## src/pcmAudioPkg.sv

```systemverilog
/*
 * shared constants of the mono PCM sound device
 * address map, register offsets, control bits, rate table, output levels
 */
`default_nettype none

package pcmAudioPkg;

	// address bits 27:16 that select the device
	localparam logic [11:0] DeviceSelect = 12'h009;
	// address bits 15:12 for the register window
	localparam logic [3:0] ControlWindow = 4'hF;
	// address bits 15:14 for sample memory
	localparam logic [1:0] SampleWindow = 2'h0;

	// word offsets taken from address bits 7:2
	localparam logic [5:0] RegControl = 6'h00;
	localparam logic [5:0] RegBeep = 6'h01;
	localparam logic [5:0] RegPosition = 6'h08;

	// control register layout
	localparam int UseCompandBit = 0;
	localparam int Use16BitBit = 1;
	localparam int OutEnableBit = 3;
	localparam int RateFieldLow = 4;
	localparam int RateFieldHigh = 7;

	// divider reloads for a 50 MHz clock, indexed by the rate field
	// entry 8 and above mostly fall back to the fastest rate
	localparam logic [13:0] RateDivTable [16] = '{
		14'd6250, 14'd4535, 14'd3125, 14'd2268,
		14'd1562, 14'd1134, 14'd781, 14'd567,
		14'd390, 14'd1042, 14'd390, 14'd521,
		14'd390, 14'd390, 14'd390, 14'd390
	};

	// square wave levels that replace the sample while beeping
	localparam logic [15:0] BeepHigh = 16'h0FFF;
	localparam logic [15:0] BeepLow = 16'hF000;

	// signed sample level and modulator accumulator widths
	localparam int LevelWidth = 16;
	localparam int PwmWidth = 16;

endpackage

`default_nettype wire

```

## src/pcmOutputStage.sv

```systemverilog
/*
 * output stage: scales the level, mixes in the beeper, clips
 * and drives a first-order delta-sigma PWM bit
 */
`timescale 1ns/1ps
`default_nettype none

module pcmOutputStage (
	input wire logic clock,
	input wire logic reset,
	input wire logic signed [pcmAudioPkg::LevelWidth-1:0] level,
	input wire logic outEnable,
	input wire logic beepActive,
	input wire logic beepBit,
	output logic pwmOut,
	output logic pwmEnable
);

	logic [15:0] mixedNext;
	logic [15:0] mixed;
	logic [pcmAudioPkg::PwmWidth-1:0] clipNext;
	logic [pcmAudioPkg::PwmWidth-1:0] clipped;
	logic [pcmAudioPkg::PwmWidth-1:0] accum;
	logic [pcmAudioPkg::PwmWidth-1:0] accumNext;
	logic carry;

	// quarter level for headroom, beeper overrides the sample
	always_comb
	begin
		if (beepActive)
			mixedNext = beepBit ? pcmAudioPkg::BeepHigh : pcmAudioPkg::BeepLow;
		else
			mixedNext = 16'(level >>> 2);
	end

	// signed value to unsigned duty, saturate outside 14-bit range
	always_comb
	begin
		case (mixed[15:13])
			3'b000: clipNext = {1'b1, mixed[12:0], 2'b00};
			3'b111: clipNext = {1'b0, mixed[12:0], 2'b00};
			3'b001, 3'b010, 3'b011: clipNext = 16'hFFFF;
			default: clipNext = 16'h0000;
		endcase
	end

	always_ff @(posedge clock)
	begin
		mixed <= mixedNext;
		clipped <= clipNext;
	end

	// carry out of the accumulator is the PWM density
	assign {carry, accumNext} = {1'b0, accum} + {1'b0, clipped};

	// modulator idles at zero while output is off
	always_ff @(posedge clock)
	begin
		if (reset || !outEnable)
			accum <= '0;
		else
			accum <= accumNext;
	end

	// line idles high when disabled
	always_ff @(posedge clock)
	begin
		if (reset)
		begin
			pwmOut <= 1'b1;
			pwmEnable <= 1'b0;
		end
		else
		begin
			pwmOut <= outEnable ? carry : 1'b1;
			pwmEnable <= outEnable;
		end
	end

	disabledOutHigh: assert property (@(posedge clock) disable iff (reset)
		!pwmEnable |-> pwmOut);

endmodule

`default_nettype wire

```

## config.mk

```make
export PLATFORM = sky130hd
export DESIGN_NAME = pcmOutputStage
export DESIGN_NICKNAME = d
export VERILOG_FILES = /design/src/pcmAudioPkg.sv /design/src/pcmOutputStage.sv
export SDC_FILE = /design/constraint.sdc
export NUM_CORES = 1
export LEC_CHECK = 0
export BUFFER_PORTS_ARGS = -buffer_cell sky130_fd_sc_hd__buf_4
export CAP_MARGIN = 5
export CORE_MARGIN = 3
export CORE_UTILIZATION = 37
export DETAILED_ROUTE_END_ITERATION = 7
export GPL_TIMING_DRIVEN = 0
export PLACE_DENSITY = 0.62
export SYNTH_ARGS = -nofsm -noshare
export SYNTH_HDL_FRONTEND = slang
export SYNTH_SLANG_ARGS = --single-unit
```

## constraint.sdc

```tcl
create_clock -name clock -period 2.4 [get_ports clock]
set_input_delay 0.12 -clock clock [delete_from_list [all_inputs] [get_ports clock]]
set_output_delay 0.12 -clock clock [all_outputs]
set_load 0.02 [all_outputs]
```

**Yosys cells after proc, flatten, opt, wreduce, memory -nomap -nowiden**

Cells that the tools add are included.

- Input port bits: 21
- Word-level logic and storage cells: 19
- Bits in registers: 50

- Bitwise gates (word level): 1
- Reduce and logical (&&, ||, !) cells: 5
- Add/subtract/negate cells: 1
- Multiplexer cells: 3
- Equal/unequal tests: 4

Operators by type and width:

| cell | count |
|---|---|
| $pmux 16 s3 | 1 |
| $mux 16 | 2 |
| $add 16x16->17 | 1 |
| $eq 3x2->1 const B | 2 |
| $eq 3x1->1 const B | 1 |
| $eq 3x3->1 const B | 1 |
| $logic_not 3->1 | 1 |
| $reduce_or 3->1 | 1 |
| $reduce_or 2->1 | 1 |
| $logic_not 1->1 | 1 |
| $logic_or 1x1->1 | 1 |
| $not 1->1 | 1 |

**Depth between registers and ports, before layout**

- Word-level depth: 3
- Depth in mapped cells: 6

**Least setup slack after synthesis**

Ideal clock, no wire load.

- Path type: register -> register
- Start: register clipped[2] (netlist name)
- End: register accum[15] (netlist name)
- Period minus slack after synthesis: 1.720 ns
- Cell stages (with the launch flop): 7
- Setup time: 0.121 ns
- Setup slack: 0.680 ns
- Arrival time: 1.600 ns
- Buffers on the path: 0
- Path through: dfxtp_1 > fa_1 > a21o_2 > a211oi_4 > or3_1 > o211ai_2 > mux2i_1

- Longest elaborated chain between the ends: 1

Ends and longest elaborated chain:

| item | RTL line | RTL |
|---|---|---|
| from (decl) | pcmOutputStage.sv:22 | `logic [pcmAudioPkg::PwmWidth-1:0] clipped;` |
| from (signal assigned) | pcmOutputStage.sv:50 | `clipped <= clipNext;` |
| $add 16x16->17 | pcmOutputStage.sv:54 | `assign {carry, accumNext} = {1'b0, accum} + {1'b0, clipped};` |
| to (signal assigned) | pcmOutputStage.sv:62 | `accum <= accumNext;` |
| to (decl) | pcmOutputStage.sv:23 | `logic [pcmAudioPkg::PwmWidth-1:0] accum;` |

No other way between the ends.
A chain may end at the register's enable or synchronous reset.

**Worst setup path after layout**

- Start: register clipped[2] (netlist name)
- End: register accum[13] (netlist name)

The elaborated chain is that of the path after synthesis.

==> flow_summary.toml <==
[global_route]
grt_max_degree = 14
grt_usage_pct = 10.9
grt_pass1_wl_um = 4940
antenna_found_initial = 0
grt.overflow.total = 0
first_global_vias = 1108

[flow_run]
drv_cap = 0

[logic_synthesis]
syn_inst = 189
syn_area_per_cell_um2 = 9.64
yosys_register_bits = 44
synth_cell_types = 37
syn_area_um2 = 1820
yosys_warnings = 0
synth_top_area_share_pct = 48.4
yosys-top-cells-area = "dfxtp_1 (48%), ha_1 (9.6%), o21ai_0 (4.4%)"
synth_seq_area_share_pct = 48.4
synth_nets = 225
yosysTopAreaCell = "dfxtp_1"

[clocking]
clkSinkCount = 44
root_buffer = "clkbuf_8"
post_cts_resized = 0
clk_path_buf_depth = 2
cts_tree = "yes"
h-tree-depth = 2
post-cts-setup-buffers = 0
ctsHoldBuffers = 0
clk_pin_slew_ns = 0.08
cts_made_buffers = 5
clock_latency_ns = 0.29

[placement]
finalWeightedCongestion = 0.799
placed_cell_area_um2 = 2050
place_inst = 274
port_buffers = 20
dp_slack_ns = 0.540
hpwlAfterDp_um = 2170

[critical_path]
r2r_start = "clipped[2]$_DFF_P_"
worstSetupPathType = "reg2reg"
crit_path_frequent_cell = "nor3_1"
cp-start-kind = "flop"
worstPathMaxFanout = 4
crit_family = "compound AO/OA/AOI/OAI gates"
critPathRequiredTime_ns = 2.61
cp-startpoint = "clipped[2]$_DFF_P_"
arrival_ns = 2.09
crit_path_top_delay_cell = "fa_1"
cpPeakStageDelay_ns = 0.46
worstSetupEndpointType = "flop"
path_buf_inv = 0
path_cells = "fa_1, a21o_2, a211oi_4, nor3_1, o21a_1, nor3_1"

[sta]
setup_violations = 0
worst_pin_slew_ns = 0.511
hold_violations = 0
fin_crit_ns = 1.87
whs_ns = 0.0580
rsz0062_at_grt = "no"
fmax_mhz = 534
fin_crit_sh_pct = 78.1
finalWorstSetupSlack_ns = 0.526
slew_violations = 0
finalSetupTns_ns = 0
finClkSkew_ns = 0.00355
maxSlewHeadroom_pct = 65.9

[detailed_routing]
routed_wl_um = 2900
initialDrtViolationCount = 43
wl_per_cell_um = 10.3
viasPerCell = 4.49
vias = 1265
drt-pass1-iter-count = 4
route.detailed.drc = 0
ant_nets = 0

[final_layout]
antenna_cells = 0
fin_util_pct = 47.3
fin_area_um2 = 2160
fillers = 474
layout-drive-gt1-share_pct = 17.5
instances_no_fill = 282
syn2layout_area_growth_pct = 18.6
fin_nets = 252

[floorplanning]
start_util_pct = 39.9
pin_count = 23
die_w_um = 76.2
rows = 24
fp.coreArea_um2 = 4560
die_y_um = 76.2
design.die.area_um2 = 5800

[power]
p_leak_nw = 1.00
peakVddDrop_mv = 0.348
power_density_nw_per_um2 = 760
total_power_mw = 1.64

[min_path]
hp-start = "beepActive"
hp-class = "in2reg"

[outcome]
status = "finished, final reports clean"
==> Yosys cell counts (all sizes together) <==
cell and number:
a211oi 2, a21o 8, a21oi 11, a31oi 1, and2 3, clkbuf 16, conb 1, dfxtp 44
fa 1, ha 14, inv 17, mux2i 2, nand2 8, nand2b 4, nand3 2, nand4 1
nor2 9, nor2b 1, nor3 5, nor3b 2, o2111ai 1, o211ai 4, o21a 2, o21ai 18
o21bai 1, o221ai 1, o311ai 1, or3 1, xnor2 5, xor2 3
==> flip-flops by register name, summed over array words and instances (netlist names) <==
signal,cells
pwmEnable,1
accum,14
mixed,14
clipped,14
pwmOut,1
==> power by group <==
part | internal (mW) | total, mW | switching [mW]
logic | 0.138 | 0.290 | 0.152
clock network | 0.309 | 0.541 | 0.232
registers | 0.791 | 0.810 | 0.0196
total | 1.24 | 1.64 | 0.404
==> worst reg2reg max path: stages (launching register included) <==
cell      delay, ns
dfxtp_1        0.34
fa_1           0.47
a21o_2         0.25
a211oi_4       0.31
nor3_1         0.11
o21a_1         0.18
nor3_1         0.15
==> logic make-up (layout without fill, tap and decap cells) <==
kind of cell | Yosys count | in the layout | synth area share, %
fa+ha+maj | 15 | 15 | 10.7
compound gates | 50 | 50 | 18.6
flops | 44 | 44 | 48.4
xor+xnor | 8 | 8 | 3.85
simple gates | 36 | 36 | 10.4
other cells | 1 | 1 | 0.206
buf+inv | 33 | 61 | 6.80
mux | 2 | 2 | 1.10
==> area by class of cell <==
class	instances	area (um2)	area share, %
Timing Repair Buffer	20	150	6.95
Multi-Input combinational cell	112	817	37.8
Clock inverter	2	35.0	1.62
Buffer	16	60.1	2.78
Tap cell	65	81.3	3.76
Inverter	17	63.8	2.95
Clock buffer	6	72.6	3.36
Sequential cell	44	881	40.8
==> layout by cell type, fill, tap and decap left out, drive strengths merged, types with 2 or more instances in the layout <==
master	instances
dfxtp	44
clkbuf	22
buf	20
o21ai	18
inv	17
ha	14
a21oi	11
nor2	9
nand2	8
a21o	8
nor3	5
xnor2	5
nand2b	4
o211ai	4
xor2	3
and2	3
o21a	2
nand3	2
nor3b	2
mux2i	2
a211oi	2
==> routing by layer <==
metal / part of all wire (%) / vias to the layer above / track usage, %
met3: 4.9 / 7 / 3.78
met2: 45 / 25 / 16.8
li1: - / 677 / -
met5: 0 / - / 0
met4: 2.6 / 0 / 5.98
met1: 47 / 556 / 13.2
==> worst paths after layout <==
| kind | to | slack (ns) | cells after the start |
|---|---|---|---|
| worst max register to register | accum[13]$_SDFF_PP0_ | 0.53 | 6 |
| worst min-delay path | mixed[1]$_DFF_P_ | 0.06 | 2 |
| worst max-delay path | accum[13]$_SDFF_PP0_ | 0.53 | 6 |
| worst min register to register | clipped[15]$_DFF_P_ | 0.37 | 1 |
Power figures use the tool's default switching activity.
