<file path="src/pcmAudioPkg.sv">
/*
 * shared constants of the mono PCM sound device
 * address map, register offsets, control bits, rate table, output levels
 */
`default_nettype none

package pcmAudioPkg;

	// address bits 27:16 that select the device
	localparam logic [11:0] DeviceSelect = 12'h009;
	// address bits 15:12 for the register window
	localparam logic [3:0] ControlWindow = 4'hF;
	// address bits 15:14 for sample memory
	localparam logic [1:0] SampleWindow = 2'h0;

	// word offsets taken from address bits 7:2
	localparam logic [5:0] RegControl = 6'h00;
	localparam logic [5:0] RegBeep = 6'h01;
	localparam logic [5:0] RegPosition = 6'h08;

	// control register layout
	localparam int UseCompandBit = 0;
	localparam int Use16BitBit = 1;
	localparam int OutEnableBit = 3;
	localparam int RateFieldLow = 4;
	localparam int RateFieldHigh = 7;

	// divider reloads for a 50 MHz clock, indexed by the rate field
	// entry 8 and above mostly fall back to the fastest rate
	localparam logic [13:0] RateDivTable [16] = '{
		14'd6250, 14'd4535, 14'd3125, 14'd2268,
		14'd1562, 14'd1134, 14'd781, 14'd567,
		14'd390, 14'd1042, 14'd390, 14'd521,
		14'd390, 14'd390, 14'd390, 14'd390
	};

	// square wave levels that replace the sample while beeping
	localparam logic [15:0] BeepHigh = 16'h0FFF;
	localparam logic [15:0] BeepLow = 16'hF000;

	// signed sample level and modulator accumulator widths
	localparam int LevelWidth = 16;
	localparam int PwmWidth = 16;

endpackage

`default_nettype wire

</file>
<file path="src/pcmBusRegs.sv">
/*
 * bus slave of the sound device with control and beeper registers
 * acknowledges two cycles after a strobe and forwards sample writes to memory
 */
`timescale 1ns/1ps
`default_nettype none

module pcmBusRegs #(
	parameter int MemBlocks = 1024,
	localparam int PosWidth = $clog2(MemBlocks) + 3,
	localparam int IdxWidth = $clog2(MemBlocks)
) (
	input wire logic clock,
	input wire logic reset,
	input wire logic [31:0] busAddr,
	input wire logic [31:0] busWriteData,
	input wire logic busRead,
	input wire logic busWrite,
	input wire logic [PosWidth-1:0] samplePos,
	output logic [31:0] busReadData,
	output logic busOk,
	output logic memWrite,
	output logic [IdxWidth:0] memWordAddr,
	output logic [31:0] memWriteData,
	output logic useCompand,
	output logic use16Bit,
	output logic outEnable,
	output logic [3:0] rateSelect,
	output logic [15:0] beepDivider
);

	// registered request
	logic [31:0] reqAddr;
	logic [31:0] reqWriteData;
	logic reqRead;
	logic reqWrite;

	logic devHit;
	logic ctrlHit;
	logic sampleHit;
	logic [5:0] regOffset;
	logic [31:0] readNext;

	logic [31:0] ctrlReg;
	logic [31:0] beepReg;

	// request captured one cycle after the strobe
	always_ff @(posedge clock)
	begin
		reqAddr <= busAddr;
		reqWriteData <= busWriteData;
		if (reset)
		begin
			reqRead <= 1'b0;
			reqWrite <= 1'b0;
		end
		else
		begin
			reqRead <= busRead;
			reqWrite <= busWrite;
		end
	end

	// window decode
	assign devHit = (reqAddr[27:16] == pcmAudioPkg::DeviceSelect);
	assign ctrlHit = (reqAddr[15:12] == pcmAudioPkg::ControlWindow);
	assign sampleHit = (reqAddr[15:14] == pcmAudioPkg::SampleWindow);
	assign regOffset = reqAddr[7:2];

	// sample memory write port
	// bit 2 of the byte address picks the bank
	assign memWrite = reqWrite && devHit && sampleHit;
	assign memWordAddr = reqAddr[IdxWidth+2:2];
	assign memWriteData = reqWriteData;

	always_ff @(posedge clock)
	begin
		if (reset)
		begin
			ctrlReg <= '0;
			beepReg <= '0;
		end
		else if (reqWrite && devHit && ctrlHit)
		begin
			case (regOffset)
				pcmAudioPkg::RegControl: ctrlReg <= reqWriteData;
				pcmAudioPkg::RegBeep: beepReg <= reqWriteData;
				default:
				begin
				end
			endcase
		end
	end

	// unmapped offsets read as zero
	always_comb
	begin
		readNext = '0;
		if (reqRead && devHit && ctrlHit)
		begin
			case (regOffset)
				pcmAudioPkg::RegControl: readNext = ctrlReg;
				pcmAudioPkg::RegBeep: readNext = beepReg;
				pcmAudioPkg::RegPosition: readNext = 32'(samplePos);
				default: readNext = '0;
			endcase
		end
	end

	// second stage of the fixed two-cycle response
	always_ff @(posedge clock)
	begin
		busReadData <= readNext;
		if (reset)
			busOk <= 1'b0;
		else
			busOk <= devHit && (reqRead || reqWrite);
	end

	// control fields
	assign useCompand = ctrlReg[pcmAudioPkg::UseCompandBit];
	assign use16Bit = ctrlReg[pcmAudioPkg::Use16BitBit];
	assign outEnable = ctrlReg[pcmAudioPkg::OutEnableBit];
	assign rateSelect = ctrlReg[pcmAudioPkg::RateFieldHigh:pcmAudioPkg::RateFieldLow];
	assign beepDivider = beepReg[15:0];

	// every acknowledge belongs to a strobe two cycles back
	ackFollowsStrobe: assert property (@(posedge clock) disable iff (reset)
		busOk |-> $past(busRead || busWrite, 2));

	// master issues one kind of request at a time
	noReadWriteOverlap: assert property (@(posedge clock) disable iff (reset)
		!(busRead && busWrite));

endmodule

`default_nettype wire

</file>
<file path="config.mk">
export PLATFORM = sky130hd
export DESIGN_NAME = pcmBusRegs
export DESIGN_NICKNAME = d
export VERILOG_FILES = /design/src/pcmAudioPkg.sv /design/src/pcmBusRegs.sv
export SDC_FILE = /design/constraint.sdc
export NUM_CORES = 1
export LEC_CHECK = 0
export BUFFER_PORTS_ARGS = -buffer_cell sky130_fd_sc_hd__buf_2
export CORE_MARGIN = 2
export CORE_UTILIZATION = 41
export DETAILED_ROUTE_END_ITERATION = 12
export GPL_TIMING_DRIVEN = 0
export PLACE_DENSITY = 0.65
export SYNTH_ARGS = -nofsm -noshare
export SYNTH_HDL_FRONTEND = slang
export SYNTH_SLANG_ARGS = --single-unit
</file>
<file path="constraint.sdc">
create_clock -name clock -period 5.1 [get_ports clock]
set_clock_uncertainty 0.15 [all_clocks]
set_input_delay 0.51 -clock clock [delete_from_list [all_inputs] [get_ports clock]]
set_output_delay 0.51 -clock clock [all_outputs]
set_load 0.05 [all_outputs]
</file>
[Word-level counts from Yosys, hierarchy flattened]
Cells that the tools add are included.
Word-level totals
  register bits: 159
  bits in latches: 0
  bits in writable memories: 0
  ROM bits: 0
  bits of input ports: 81
  output and inout bits: 100
  logic and storage cells: 24
  memories kept: 0
Operators by class
  $add $sub $neg: 0
  multiply operators: 0
  div/mod/pow operators: 0
  order comparisons: 0
  equality and inequality tests: 4
  shift operators: 0
  multiplexer cells: 1
  bitwise logic cells: 0
  reductions and logical operators: 11
Operators with widths (count)
  $pmux 32 s3: 1
  $eq 12x4->1 const B: 1
  $eq 6x1->1 const B: 1
  $eq 6x4->1 const B: 1
  $logic_and 1x1->1: 6
  $logic_not 6->1: 1
  $eq 4x4->1 const B: 1
  $reduce_and 2->1: 2
  $logic_not 2->1: 1
  $logic_or 1x1->1: 1

[Logic depth before layout (Yosys ltp)]
  word-level depth: 4
  depth in mapped cells: 6
  depth with buffers taken out: 4

[Worst setup path after synthesis]
Ideal clock, no wire load.
  kind: flip-flop to output port
  start point: register reqAddr[22]
  end point: output memWrite
  data arrival time: 2.868 ns
  required time: 4.440 ns
  slack: 1.572 ns
  cell stages (with the launch flop): 4
  buffers on the path: 0
  cells stage by stage: dfxtp_1 -> or4_4 -> or3_1 -> nor4b_1
On the way
  word-level cells in the longest chain between the ends: 3
RTL lines
  start: declaration: RTL line pcmBusRegs.sv:33  | logic [31:0] reqAddr;
  start signal: assignment: RTL line pcmBusRegs.sv:50  | reqAddr <= busAddr;
  $eq 12x4->1: RTL line pcmBusRegs.sv:65  | assign devHit = (reqAddr[27:16] == pcmAudioPkg::DeviceSelect);
  $logic_and 1x1->1 (2 in series): RTL line pcmBusRegs.sv:72  | assign memWrite = reqWrite && devHit && sampleHit;
  end: declaration: RTL line pcmBusRegs.sv:22  | output logic memWrite,
Every way passes these cells.

[Worst setup path after layout]
Same ends and word-level chain as after synthesis.

==> impl_summary.md <==
Status
The run finished with clean final reports.

Final layout
Cells fill 55.3% of the core in the end. In the layout the commonest cells are 176 x sky130_fd_sc_hd__buf_2, 157 x sky130_fd_sc_hd__dfxtp_1, 78 x sky130_fd_sc_hd__a21oi_1. The area growth from synthesis to layout is 33.1%. Of the cells placed in the final design, the portion with a size suffix greater than 1 is 34.5%. The total inserted antenna cells is 0. After routing the design area is 6900 µm².

In the final design database the tool counted 801 nets. Leaving out fill and tap cells, the most frequent cell in the layout is sky130_fd_sc_hd__buf_2. Counting the fill cells in the layout gives 1,175.

STA
Setup violations remaining at the end of the flow were counted as 0. Static timing analysis puts the maximum clock frequency at 343 MHz. The worst hold slack is 0.0247 ns.

The total negative slack for setup checks is 0 ns. Counting I/O delays and the setup requirement, the final critical path takes 2.92 ns. The relative max-transition margin is 53.5%. Setup repair after global routing left no endpoint under its margin.

The max-slew violation count is 0. The final worst-path cycle share is 57.2%. The total count of hold-check failures in the final report is 0. The transition time at the pin with the least slew margin is 0.691 ns.

Clock tree
Gates resized during post-CTS repair numbered 0. In this run, CTS created clock tree buffers numbering 17. The total number of H-tree levels is 4.

The clock-pin transition on the worst setup and hold timing paths is 0.06 ns. The number of hold buffers added after CTS is 0. The TritonCTS clock tree is done. The worst-case clock buffer depth is 2. The clock insertion delay at the later pin of the skew report is 0.43 ns. The number of setup buffers added after CTS is 0.

Clock tree synthesis selected as its root buffer the cell sky130_fd_sc_hd__clkbuf_16. For this design, the sink count on the clock tree is 157.

Routing
The mean number of vias per cell is 5.05. The routed length per placed instance is 15.5 µm. The number of remaining DRC errors is 0.

Across all layers, the routed design uses 4,568 vias. For this block, the routed nets add up to 14.0 mm of wire. The remaining antenna violation count is 0. The number of violations reported at the end of detailed-routing iteration 0 is 240.

The pre-antenna-repair detailed-routing pass consisted of 5 iterations.

Synthesis
After Yosys synthesis, and, or, nand and nor cells account for 11.8% of the synthesized area. The synthesized-area fraction occupied by ao, oa, aoi and oai cells is 18.4%. The number of storage elements in the synthesis netlist is 157.

The post-synthesis async set-or-reset flop share is 0%. The post-synthesis instance total is 528. By area, the combinational part of the netlist is dominated by compound AO/OA/AOI/OAI gates. The area share of xor/xnor cells in the synthesized design is 0%. The Yosys step of the flow raised 0 warnings. The mux cell area share after synthesis is 0%. The synthesized design contains 0 enable-type register cells. In this run the cell area of the synthesized design comes to 5180 µm². The adder-cell area share of the yosys netlist is 0%. The primary flip-flop cell chosen by synthesis mapping is sky130_fd_sc_hd__dfxtp_1. Of the synthesized area, sequential elements account for 60.7%. The number of distinct standard cells referenced by the synthesized netlist is 25.

The number of nets handed over by synthesis was 609. Dividing the synthesized area by the synthesized cell count gives 9.81 µm².

Floorplan
For this configuration, the core starts out at a cell density of 41.6%. The floorplan step defined a die boundary enclosing 13,600 µm². Row generation in the floorplan step produced 41 rows. Measured along the y axis, the die boundary spans 116 µm. In this run the standard cell core region covers 12,500 µm². For this design the top-level I/O count stands at 181. The die is 116 µm wide.

Critical path
Traced cell by cell, the critical path runs through or4_4 -> or3_1 -> nor4b_1 -> buf_2. The data required time of the worst path is 4.44 ns. The launch point of the worst path is reqAddr[22]. The largest driver fanout on the critical path is 3. STA classifies the critical path endpoint as a primary output. In this run the register-to-register setup slack is 2.59 ns. The cell family with the largest share of critical-path delay is simple AND/OR/NAND/NOR gates. The buffers plus inverters on the worst setup path is 1. For this run, the slowest stage of the critical path takes 0.53 ns. The launch point of the worst reg-to-reg path is reqAddr[7].

The worst setup path is launched from a register. The critical-path cell with the highest stage delay is sky130_fd_sc_hd__or4_4. STA puts the critical path data arrival time at 2.26 ns. The critical path is of the register to primary output type.

Hold path
The class of the worst hold path is input pin to register. In this run the most critical hold path is launched from busWriteData[1].

Global routing
The global-route wire length before repair is 21.5 mm. The number of global-route vias before repair came to 4,266. The initial antenna violation count is 0. The global-route congestion overflow total is 0. Entering global routing, the biggest net connects 17 pins. The all-layer global routing usage is 20.9%.

Placement
After legalization and detailed placement, the total HPWL measured 9.78 mm. The instance area after placement is 6260 µm². The final estimated routing congestion in global placement is 0.830. Port buffering added 173 buffers.

Pwr
The power density over cell area is 398 nW/µm². The worst supply voltage drop on vdd is 0.000229 V. The leakage dissipation is 2.82 nW.

Flow run
The max capacitance violation total is 0.
synthesized netlist by cell type (3+ instances only):
library cell	n	area [µm²]
sky130_fd_sc_hd__buf_4	38	285
sky130_fd_sc_hd__a21oi_1	78	390
sky130_fd_sc_hd__nand2_1	14	52.6
sky130_fd_sc_hd__o21ai_1	60	300
sky130_fd_sc_hd__dfxtp_1	157	3140
sky130_fd_sc_hd__a22oi_1	32	240
sky130_fd_sc_hd__clkbuf_1	29	109
sky130_fd_sc_hd__o21ai_0	4	20.0
sky130_fd_sc_hd__buf_6	6	67.6
sky130_fd_sc_hd__nand3_1	67	335
sky130_fd_sc_hd__nor2b_1	3	18.8
sky130_fd_sc_hd__buf_2	3	15.0
sky130_fd_sc_hd__nor2_1	21	78.8
per-layer routing:
layer,vias to the layer above,wire length [µm],global-route usage [%]
li1,2226,-,-
met5,-,0,0
met4,0,277,9.60
met1,2108,5820,26.8
met2,208,6700,32.0
met3,26,1250,7.01
worst register-to-register path, cell delays in order (launching register included):
cell and delay [ns]:
sky130_fd_sc_hd__dfxtp_1 0.32, sky130_fd_sc_hd__or4_1 0.58, sky130_fd_sc_hd__nor3_1 0.53, sky130_fd_sc_hd__clkbuf_1 0.49, sky130_fd_sc_hd__a22oi_1 0.19, sky130_fd_sc_hd__nor2_1 0.17
power breakdown:
group / switching (mW) / internal [mW] / total (mW)
Clock: 0.482 / 0.856 / 1.34
Sequential: 0.0180 / 1.25 / 1.27
Combinational: 0.0929 / 0.0410 / 0.134
Total: 0.593 / 2.15 / 2.74
final cells by class:
type / count / area (µm²) / area share (%)
clock inverter: 10 / 161 / 2.34
clock buffer: 22 / 474 / 6.87
sequential: 157 / 3140 / 45.6
tap: 172 / 215 / 3.12
multi-input combinational: 295 / 1560 / 22.6
timing repair buffer: 173 / 866 / 12.6
buffer: 76 / 477 / 6.91
state kept, by name, summed over array words and instances, names as in the netlist:
signal        count
reqAddr          26
busReadData      32
ctrlReg          32
memWriteData     32
beepReg          32
reqWrite          1
busOk             1
reqRead           1
worst paths after layout:
kind                      to  depth (start not counted)
max                 memWrite                          4
min reg2reg  busReadData[11]                          2
max reg2reg  busReadData[28]                          5
min          memWriteData[1]                          1
logic make-up (layout without fill, tap and decap cells):
| family | after synthesis | after routing |
|---|---|---|
| buffers and inverters | 76 | 281 |
| AOI/OAI and AO/OA | 174 | 174 |
| DFF | 157 | 157 |
| and+or+nand+nor | 121 | 121 |
metrics by stage:
| step | instances | setup slack [ns] | total power [mW] |
|---|---|---|---|
| floorplan | 528 | 1.57 | 1.38 |
| global placement | 873 | 2.56 | 1.43 |
| detailed placement | 873 | 2.61 | 1.43 |
| CTS | 905 | 2.14 | 2.76 |
| global route | 905 | 2.03 | 2.83 |
| finish | 905 | 2.18 | 2.74 |
No activity file was read; power rests on OpenSTA's default activity.
