==> config.mk <==
export PLATFORM = sky130hd
export DESIGN_NAME = pcmSampleClock
export DESIGN_NICKNAME = d
export VERILOG_FILES = /design/src/pcmAudioPkg.sv /design/src/pcmSampleClock.sv
export SDC_FILE = /design/constraint.sdc
export NUM_CORES = 1
export LEC_CHECK = 0
export CAP_MARGIN = 20
export CELL_PAD_IN_SITES_DETAIL_PLACEMENT = 1
export CELL_PAD_IN_SITES_GLOBAL_PLACEMENT = 1
export CORE_UTILIZATION = 42
export DETAILED_ROUTE_END_ITERATION = 7
export DONT_BUFFER_PORTS = 1
export PLACE_DENSITY_LB_ADDON = 0.1
export SKIP_LAST_GASP = 1
export SLEW_MARGIN = 30
export SYNTH_ARGS = -nofsm -noshare
export SYNTH_HDL_FRONTEND = slang
export SYNTH_SLANG_ARGS = --single-unit
export TNS_END_PERCENT = 1
==> constraint.sdc <==
create_clock -name clock -period 1.6 [get_ports clock]
set_input_delay 0.16 -clock clock [delete_from_list [all_inputs] [get_ports clock]]
set_output_delay 0.16 -clock clock [all_outputs]
set_load 0.02 [all_outputs]
==> src/pcmAudioPkg.sv <==
/*
 * shared constants of the mono PCM sound device
 * address map, register offsets, control bits, rate table, output levels
 */
`default_nettype none

package pcmAudioPkg;

	// address bits 27:16 that select the device
	localparam logic [11:0] DeviceSelect = 12'h009;
	// address bits 15:12 for the register window
	localparam logic [3:0] ControlWindow = 4'hF;
	// address bits 15:14 for sample memory
	localparam logic [1:0] SampleWindow = 2'h0;

	// word offsets taken from address bits 7:2
	localparam logic [5:0] RegControl = 6'h00;
	localparam logic [5:0] RegBeep = 6'h01;
	localparam logic [5:0] RegPosition = 6'h08;

	// control register layout
	localparam int UseCompandBit = 0;
	localparam int Use16BitBit = 1;
	localparam int OutEnableBit = 3;
	localparam int RateFieldLow = 4;
	localparam int RateFieldHigh = 7;

	// divider reloads for a 50 MHz clock, indexed by the rate field
	// entry 8 and above mostly fall back to the fastest rate
	localparam logic [13:0] RateDivTable [16] = '{
		14'd6250, 14'd4535, 14'd3125, 14'd2268,
		14'd1562, 14'd1134, 14'd781, 14'd567,
		14'd390, 14'd1042, 14'd390, 14'd521,
		14'd390, 14'd390, 14'd390, 14'd390
	};

	// square wave levels that replace the sample while beeping
	localparam logic [15:0] BeepHigh = 16'h0FFF;
	localparam logic [15:0] BeepLow = 16'hF000;

	// signed sample level and modulator accumulator widths
	localparam int LevelWidth = 16;
	localparam int PwmWidth = 16;

endpackage

`default_nettype wire

==> src/pcmSampleClock.sv <==
/*
 * sample rate divider and playback position counter
 * reload comes from the rate table, position wraps over the whole memory
 */
`timescale 1ns/1ps
`default_nettype none

module pcmSampleClock #(
	parameter int MemBlocks = 1024,
	localparam int PosWidth = $clog2(MemBlocks) + 3
) (
	input wire logic clock,
	input wire logic reset,
	input wire logic [3:0] rateSelect,
	output logic [PosWidth-1:0] samplePos
);

	logic [13:0] divCount;
	logic [13:0] divReload;

	// table lookup registered, one cycle behind the rate field
	always_ff @(posedge clock)
	begin
		if (reset)
			divReload <= '0;
		else
			divReload <= pcmAudioPkg::RateDivTable[rateSelect];
	end

	// count down, step position on each reload
	always_ff @(posedge clock)
	begin
		if (reset)
		begin
			divCount <= '0;
			samplePos <= '0;
		end
		else if (divCount == '0)
		begin
			divCount <= divReload;
			samplePos <= samplePos + 1'b1;
		end
		else
		begin
			divCount <= divCount - 1'b1;
		end
	end

	// position only ever moves forward by one
	posStepsByOne: assert property (@(posedge clock) disable iff (reset)
		(samplePos != $past(samplePos)) |->
		(samplePos == PosWidth'($past(samplePos) + 1'b1)));

endmodule

`default_nettype wire

Word level (Yosys, flattened, before mapping)
Memories as Yosys holds them, arrays and structs flattened. A register that Yosys moved wholly into a read port is not among the register bits.
Index checks and enable logic that the tools add are counted.
- register bits after elaboration: 27
- ROM bits: 224
- input bits: 6
- output and inout bits: 13
- word-level logic and storage cells: 8
- memories: 1
- memories (name ; words ; bits a word ; rd ports ; clocked after Yosys merged registers in ; write ports ; line ; source):
    (name not given) ; 16 ; 14 ; 1 ; 1 ; 0 ; pcmSampleClock.sv:27 ; divReload <= pcmAudioPkg::RateDivTable[rateSelect];
- $add $sub $neg: 2
- mux-type cells: 1
- bitwise operators: 1
- reductions and logical operators: 1
- operator list (cell ; count):
    14-bit zero test ; 1
    14-bit two-way mux ; 1
    14-bit by 1-bit subtractor with 14-bit output (second input constant) ; 1
    13-bit by 1-bit adder with 13-bit output (second input constant) ; 1
    4-bit inverter with 5-bit output ; 1

Logic depth before layout (Yosys ltp)
Gate-level depths: netlist (run 1).
- depth in word-level cells: 2
- depth in mapped cells: 8
- depth with buffers taken out: 6

Worst setup path before layout (run 1)
Ideal clock, no wire load.
- path kind: flip-flop to flip-flop
- start: register divCount[0]
- end: register samplePos[11]
- library setup time: 0.121 ns
- arrival time: 1.598 ns
- required time: 1.479 ns
- path slack: -0.119 ns
- cell stages (with the launch flop): 7
- path buffers: 0
- period minus slack after synthesis: 1.719 ns
- path through: dfxtp_1 > inv_1 > ha_1 > nor4b_2 > nand4_2 > nor4_1 > mux2_2
- word-level cells in the longest chain between the ends: 1
- ends and longest elaborated chain (item ; line ; source):
    start: declaration ; pcmSampleClock.sv:18 ; logic [13:0] divCount;
    start signal: assignment ; pcmSampleClock.sv:40 ; divCount <= divReload;
    start signal: assignment ; pcmSampleClock.sv:45 ; divCount <= divCount - 1'b1;
    14-bit zero test ; pcmSampleClock.sv:38 ; else if (divCount == '0)
    end signal: assignment ; pcmSampleClock.sv:41 ; samplePos <= samplePos + 1'b1;
    end: declaration ; pcmSampleClock.sv:15 ; output logic [PosWidth-1:0] samplePos
Every way passes these cells.
A chain may end at the register's enable or synchronous reset.

Worst setup path after layout (run 1)
- start: register divCount[1]
- end: register samplePos[10]
The elaborated chain is that of the path after synthesis.

==> metrics, run 1 <==
status complete, but fails checks; violations in the final reports design-rule violations, negative setup slack; EDFF count, synth 0; most common cell after layout, fill and taps aside dfxtp_1; Top-Level Pins 19; total power slightly above 4000 µW; Max rail drop VDD roughly 0.57 mV; crit path setup slack, layout -0.212 ns; depth of the worst register-to-register path 7; Arrival @ worst endpoint approximately 2.1 ns; antenna violations before repair 0; hold worst-path end divReload[7]; final wirelength 5280 µm; Hold Crit Class input port to flip-flop; buffer levels on the longest clock path 2; cell depth of the worst hold path 2; kind of end point of the critical path flip-flop; number of maximum-capacitance violations 0; part of the Yosys area used for sequential elements 40.6%; pin count of the biggest net entering global routing 31; top library cells by usage in the layout, fill and taps aside dfxtp_1, nor2_1, buf_4; area overhead of the layout relative to synthesis 27.0%; clock transition time at the flip-flop clock pins of the worst setup and hold paths approximately 0.080 ns; share of the clock period used by the worst path after layout 113%; Required @ worst endpoint approximately 1.8 ns; proportion of power drawn by combinational gates 44.9%; Max Fclk approximately 550 MHz; power dissipated by switching net loads between 1000 and 1500 µW; nature of the critical path startpoint flip-flop; post-synthesis instance area slightly below 0.002 mm²; number of fillers in the final layout 515; top flip-flop cell by instance count after synthesis dfxtp_1; vertical die dimension 70.5 µm; GRT overflow 0; reg2reg setup slack -0.21 ns; proportion of layout cells with a drive suffix above 1 between 20% and 30%; clock sink count 40; Final Critical Period around 1.8 ns; share of flip-flops with an asynchronous set or reset after synthesis 0%; Ant. Diodes 0; average wire per standard cell roughly 17 µm; leakage component of the power between 0.0009 and 0.001 µW; routability congestion estimate from global placement roughly 0.80; FP Rows 24; area of placed instances about 0.0022 mm²; final setup violating endpoints 21; power density over the cells about 1600 mW/mm²; initial standard-cell utilization of the core around 44%; Crit Path Max Fanout 7; synthesized area per cell between 8 and 9 µm²; largest cells by area after synthesis dfxtp_1, nor2_1, a21oi_1, ha_1, a211oi_1; register bit count reported by yosys 40; worst-margin pin slew about 0.47 ns; buffer type at the clock tree root clkbuf_8; cell type contributing the most total cell area after synthesis dfxtp_1; overall die width 70.5 µm; count of final max-slew check failures 0; number of buffers created by CTS 5; DRC violation count after routing 4; Antenna Violating Nets Remaining 0; cell internal power dissipation 2650 µW; DIE AREA approximately 0.005 mm²; first-pass GRT wire length about 9000 µm; instance count of the mapped netlist about 230; Mapped Nets approximately 240; Vias/cell around 5.7; Vias 1793; TritonCTS clock tree built; Critical Setup Path Class flip-flop to flip-flop; initial drt markers 89; clock latency at the later pin of the worst-skew pair 0.29 ns; Sequential Power Share between 30% and 40%; gr usage total a little under a quarter; share of total power consumed by net switching between 30 and 40%; headroom to the max-slew limit about two thirds; yosys warns 0; share of the synthesized area in the top cell type 40.6%; Final Instance Area 0.00250 mm²; vias in the first global route approximately 1.9k; reg-to-reg critical path startpoint divCount[1]; launch point of the worst hold path rateSelect[3]; Final #Nets around 280; count of cell types in the netlist 43; Clk pwr share ~22%; Port-buffer cells 0; worst setup skew after layout approximately 0.012 ns; Detailed Place HPWL 3420 µm; capture point of the worst reg-to-reg path samplePos[10]; RSZ-0062 raised after global routing yes; first-pass detailed-route iteration total 6; endpoints failing hold 0; # H-tree levels 2; area of the core between 0.004 and 0.005 mm²
-- layer usage --
layer	up-vias	global-route usage [%]	wire length (µm)
met4	0	6.12	38
met1	873	29.0	2410
met2	40	39.6	2610
li1	876	-	-
met3	4	6.49	218
met5	-	0	0
-- Yosys cell counts (2+ instances only) --
cell,number
or3_1,6
dfxtp_1,40
inv_1,8
a21oi_1,22
a211oi_1,12
nor4_1,4
nand2_1,8
nor2_1,32
nor4_4,2
o21ai_0,6
nand2b_1,4
and4_1,2
o31ai_1,4
xor2_1,2
nor3_1,9
buf_2,4
nand3_1,5
xnor2_1,10
ha_1,8
or4_1,4
clkbuf_1,10
nand4_1,2
nor2b_1,2
mux2i_1,2
-- cell families (layout without fill, tap and decap cells) --
kind of cell	Yosys count	count (layout)	synth area share, %
and+or+nand+nor	92	92	27.2
AOI/OAI and AO/OA	49	49	15.6
DFF	40	40	40.6
buffers and inverters	23	60	4.64
xor gates and xnor gates	12	12	5.33
adders and majority gates	8	8	5.08
muxes	3	3	1.59
-- power by group through the flow --
stage                     clock network, µW  registers, µW  logic, µW
after CTS                               918           1350       1820
after global placement                    0           1330       1560
after global routing                    973           1380       2020
after floorplan                           0           1380       1090
final                                   907           1360       1840
after detailed placement                  0           1350       1640
-- stage by stage --
stage | instances | hold slack, ns | util (%) | setup TNS (ns) | setup WS [ns]
2_1_floorplan | 227 | 0.239 | - | -1.68 | -0.108
3_5_place_dp | 292 | 0.233 | 49.3 | -2.68 | -0.279
5_1_grt | 316 | 0.00752 | 56.3 | -4.77 | -0.281
4_1_cts | 316 | 0.0148 | 56.1 | -2.85 | -0.191
3_3_place_gp | 292 | 0.232 | 49.3 | -1.13 | -0.168
6_report | 316 | 0.0204 | 56.3 | -2.52 | -0.212
-- repair_timing --
| action | 4_1_cts | 5_1_grt |
|---|---|---|
| endpoints found under the hold margin | 39 | 0 |
| setup buffers | 3 | 0 |
| hold buffers | 12 | 0 |
| gates cloned | 1 | 0 |
| gates resized for setup | 7 | 3 |
| setup endpoints to repair | 19 | 26 |
| pin swaps | 9 | 2 |
-- area by class of cell --
class                           count  area (µm²)  share of cell area [%]
Clock buffer                        7        96.3                    3.85
Tap cell                           52        65.1                    2.60
Inverter                            8        30.0                    1.20
Timing Repair Buffer               44         372                    14.8
Clock inverter                      1        30.0                    1.20
Multi-Input combinational cell    164        1110                    44.2
Sequential cell                    40         803                    32.1
-- worst max-delay path, stage by stage (launching register included) --
cell and delay, ns:
dfxtp_2 0.33, inv_2 0.07, ha_2 0.16, nor4b_4 0.21
nand4_2 0.19, buf_6 0.18, or4_4 0.47, a21oi_2 0.13
-- worst max-delay path by stage --
stage	startpoint	endpoint	slack, ns	cells past startpoint
2_1_floorplan	divCount[0]	samplePos[7]	-0.11	7
3_3_place_gp	divCount[0]	samplePos[10]	-0.17	7
3_5_place_dp	divCount[0]	samplePos[5]	-0.28	7
4_1_cts	divCount[1]	samplePos[10]	-0.19	7
5_1_grt	divCount[1]	samplePos[10]	-0.28	7
6_report	divCount[1]	samplePos[10]	-0.21	7
-- flip-flops by register name, summed over array words and instances (netlist names) --
register	flops
divCount	14
divReload	13
samplePos	13
(Power assumes the default switching activity.)
==> run 2, diff against run 1 <==
--- a/config.mk
+++ b/config.mk
@@ -12,6 +12,7 @@
 export DETAILED_ROUTE_END_ITERATION = 7
 export DONT_BUFFER_PORTS = 1
 export PLACE_DENSITY_LB_ADDON = 0.1
+export SETUP_SLACK_MARGIN = 0.5
 export SKIP_LAST_GASP = 1
 export SLEW_MARGIN = 30
 export SYNTH_ARGS = -nofsm -noshare
==> run 2 against run 1 <==
Clock power decreased by 21%. First-iteration DRC count decreased by 10%. Global-route usage decreased by 0.43 points. Power decreased by 2.3%. The flow finishes with violations (negative hold slack, negative setup slack). Largest power group unchanged. Cell count decreased by 1.6%. Worst hold slack got worse by 0.10 ns. Largest cell class unchanged.
==> metrics, run 2 (same netlist as run 1, synthesis figures left out) <==
average wire per standard cell 17.6 µm; clock latency at the later pin of the worst-skew pair 0.29 ns; status complete, but fails checks; count of final max-slew check failures 0; number of fillers in the final layout ~530; final wirelength 5470 µm; stage delay of the slowest cell on the critical path 0.36 ns; antenna violations before repair 0; Crit Path Max Fanout 7; # H-tree levels 2; first-pass detailed-route iteration total 5; launch point of the worst hold path reset; Detailed Place HPWL between 3000 and 4000 µm; first-pass GRT wire length approximately 8900 µm; final setup violating endpoints 25; Largest Register divCount; sequential cell area roughly 800 µm²; number of maximum-capacitance violations 0; cell depth of the worst hold path 1; cell chain of the critical path inv_2 > ha_2 > nor4b_4 > nand4_2 > buf_6 > clkbuf_16 > or3_1 > a21oi_2; worst setup skew after layout around 0.0046 ns; final cell count without fillers 311; crit path setup slack, layout -0.299 ns; Top Registers divCount x14, divReload x13, samplePos x13; Vias/cell ~5.6; Worst Hold Margin -0.0815 ns; Port-buffer cells 0; gr usage total between 20% and 30%; Required @ worst endpoint approximately 1.8 ns; nature of the critical path startpoint flip-flop; endpoints failing hold 38; worst-margin pin slew around 0.54 ns; Final Critical Period between 1.5 and 2 ns; area overhead of the layout relative to synthesis 25.1%; number of hold buffers added after CTS 4; reg-to-reg critical path startpoint divCount[0]; pin count of the biggest net entering global routing 42; Critical Setup Path Class flip-flop to flip-flop; clock transition time at the flip-flop clock pins of the worst setup and hold paths about 0.080 ns; DIE AREA slightly below 0.005 mm²; clock sink count 40; first element of the critical path divCount[0]; initial standard-cell utilization of the core about 44%; buffer type at the clock tree root clkbuf_8; Top-Level Pins 19; initial drt markers 80; CP max stage cell or3_1; overall die width slightly above 70 µm; number of buffers created by CTS 5; RSZ-0062 raised after global routing yes; area taken by multi-input logic gates roughly 0.0011 mm²; buffer levels on the longest clock path 2; DRC violation count after routing 0; Max rail drop VDD between 0.7 and 0.8 mV; Antenna Violating Nets Remaining 0; Max Fclk 527 MHz; Hold Crit Class input port to flip-flop; placed cell count between 200 and 300; leakage component of the power 0.000944 µW; capture point of the worst reg-to-reg path samplePos[6]; flip-flop count of the largest register after layout 14; area of placed instances 0.00225 mm²; Final #Nets ~270; violations in the final reports negative hold slack, negative setup slack; proportion of layout cells with a drive suffix above 1 between 20% and 30%; kind of end point of the critical path flip-flop; headroom to the max-slew limit 63.6%; Arrival @ worst endpoint 2.13 ns; most common cell after layout, fill and taps aside dfxtp_1; FP Rows 24; vertical die dimension between 70 and 80 µm; top library cells by usage in the layout, fill and taps aside dfxtp_1, nor2_1, buf_4; hold worst-path end samplePos[10]; share of the clock period used by the worst path after layout 119%; power density over the cells approximately 1600 mW/mm²; depth of the worst register-to-register path 8; TritonCTS clock tree built; reg2reg setup slack -0.30 ns; vias in the first global route roughly 1.9k; GRT overflow 0; Ant. Diodes 0; routability congestion estimate from global placement 0.789; post-route core utilization 55.5%; Vias 1731; area of the core ~0.0044 mm²; Final Instance Area 0.00246 mm²; total power ~4000 µW
[run 2: changes by cell type in the layout (fill, tap and decap cells not counted), sizes merged]
cell,previous run,this run
dlygate4sd3,11,4
clkinvlp,0,2
buf,33,34
bufinv,1,0
[run 2: stage by stage]
| stage | setup TNS [ns] | setup slack (ns) |
|---|---|---|
| floorplan | 0 | 0.0142 |
| global placement | -0.308 | -0.0802 |
| detailed placement | -1.73 | -0.193 |
| CTS | -2.16 | -0.210 |
| global route | -6.81 | -0.365 |
| finish | -4.44 | -0.299 |
[run 2: report_power, final]
group	switching, µW	total, µW	internal [µW]	leakage (µW)
Combinational	965	1940	980	0.000571
Sequential	170	1350	1180	0.000329
Clock	366	715	349	0.0000434
Total	1500	4010	2510	0.000944
[run 2: worst max-delay path, delay by kind of cell, from the launching register on]
| family | cells | cell delay (ns) |
|---|---|---|
| compound gates | 1 | 0.14 |
| fa+ha+maj | 1 | 0.17 |
| buf+inv | 3 | 0.39 |
| flops | 1 | 0.33 |
| simple gates | 3 | 0.80 |
[run 2: worst max path at each step]
stage,slack [ns],end,cells after the start
2_1_floorplan,0.01,samplePos[2],7
3_3_place_gp,-0.08,samplePos[10],7
3_5_place_dp,-0.19,samplePos[10],7
4_1_cts,-0.21,samplePos[10],7
5_1_grt,-0.37,samplePos[6],8
6_report,-0.30,samplePos[6],8
[run 2: timing repair]
action                                  in CTS  in global routing
setup buffers                                0                  3
cloned                                       0                  1
endpoints found under the setup margin      28                 28
resized for setup                            1                  8
pin swaps                                    0                  3
hold endpoints to repair                    39                 38
[run 2: per-layer routing]
| metal | routed length (µm) | track usage [%] | vias to the layer above |
|---|---|---|---|
| met3 | 171 | 5.19 | 6 |
| met4 | 50 | 6.12 | 0 |
| met2 | 2730 | 40.0 | 25 |
| met1 | 2520 | 28.2 | 831 |
| li1 | - | - | 869 |
| met5 | 0 | 0 | - |
[run 2: cell type report]
type / count / area share [%]
well taps: 52 / 2.64
repair buffers: 39 / 13.5
inverters: 8 / 1.22
flip-flops and latches: 40 / 32.7
clock inverters: 2 / 0.609
multi-input cells: 164 / 46.0
clock buffers: 6 / 3.35
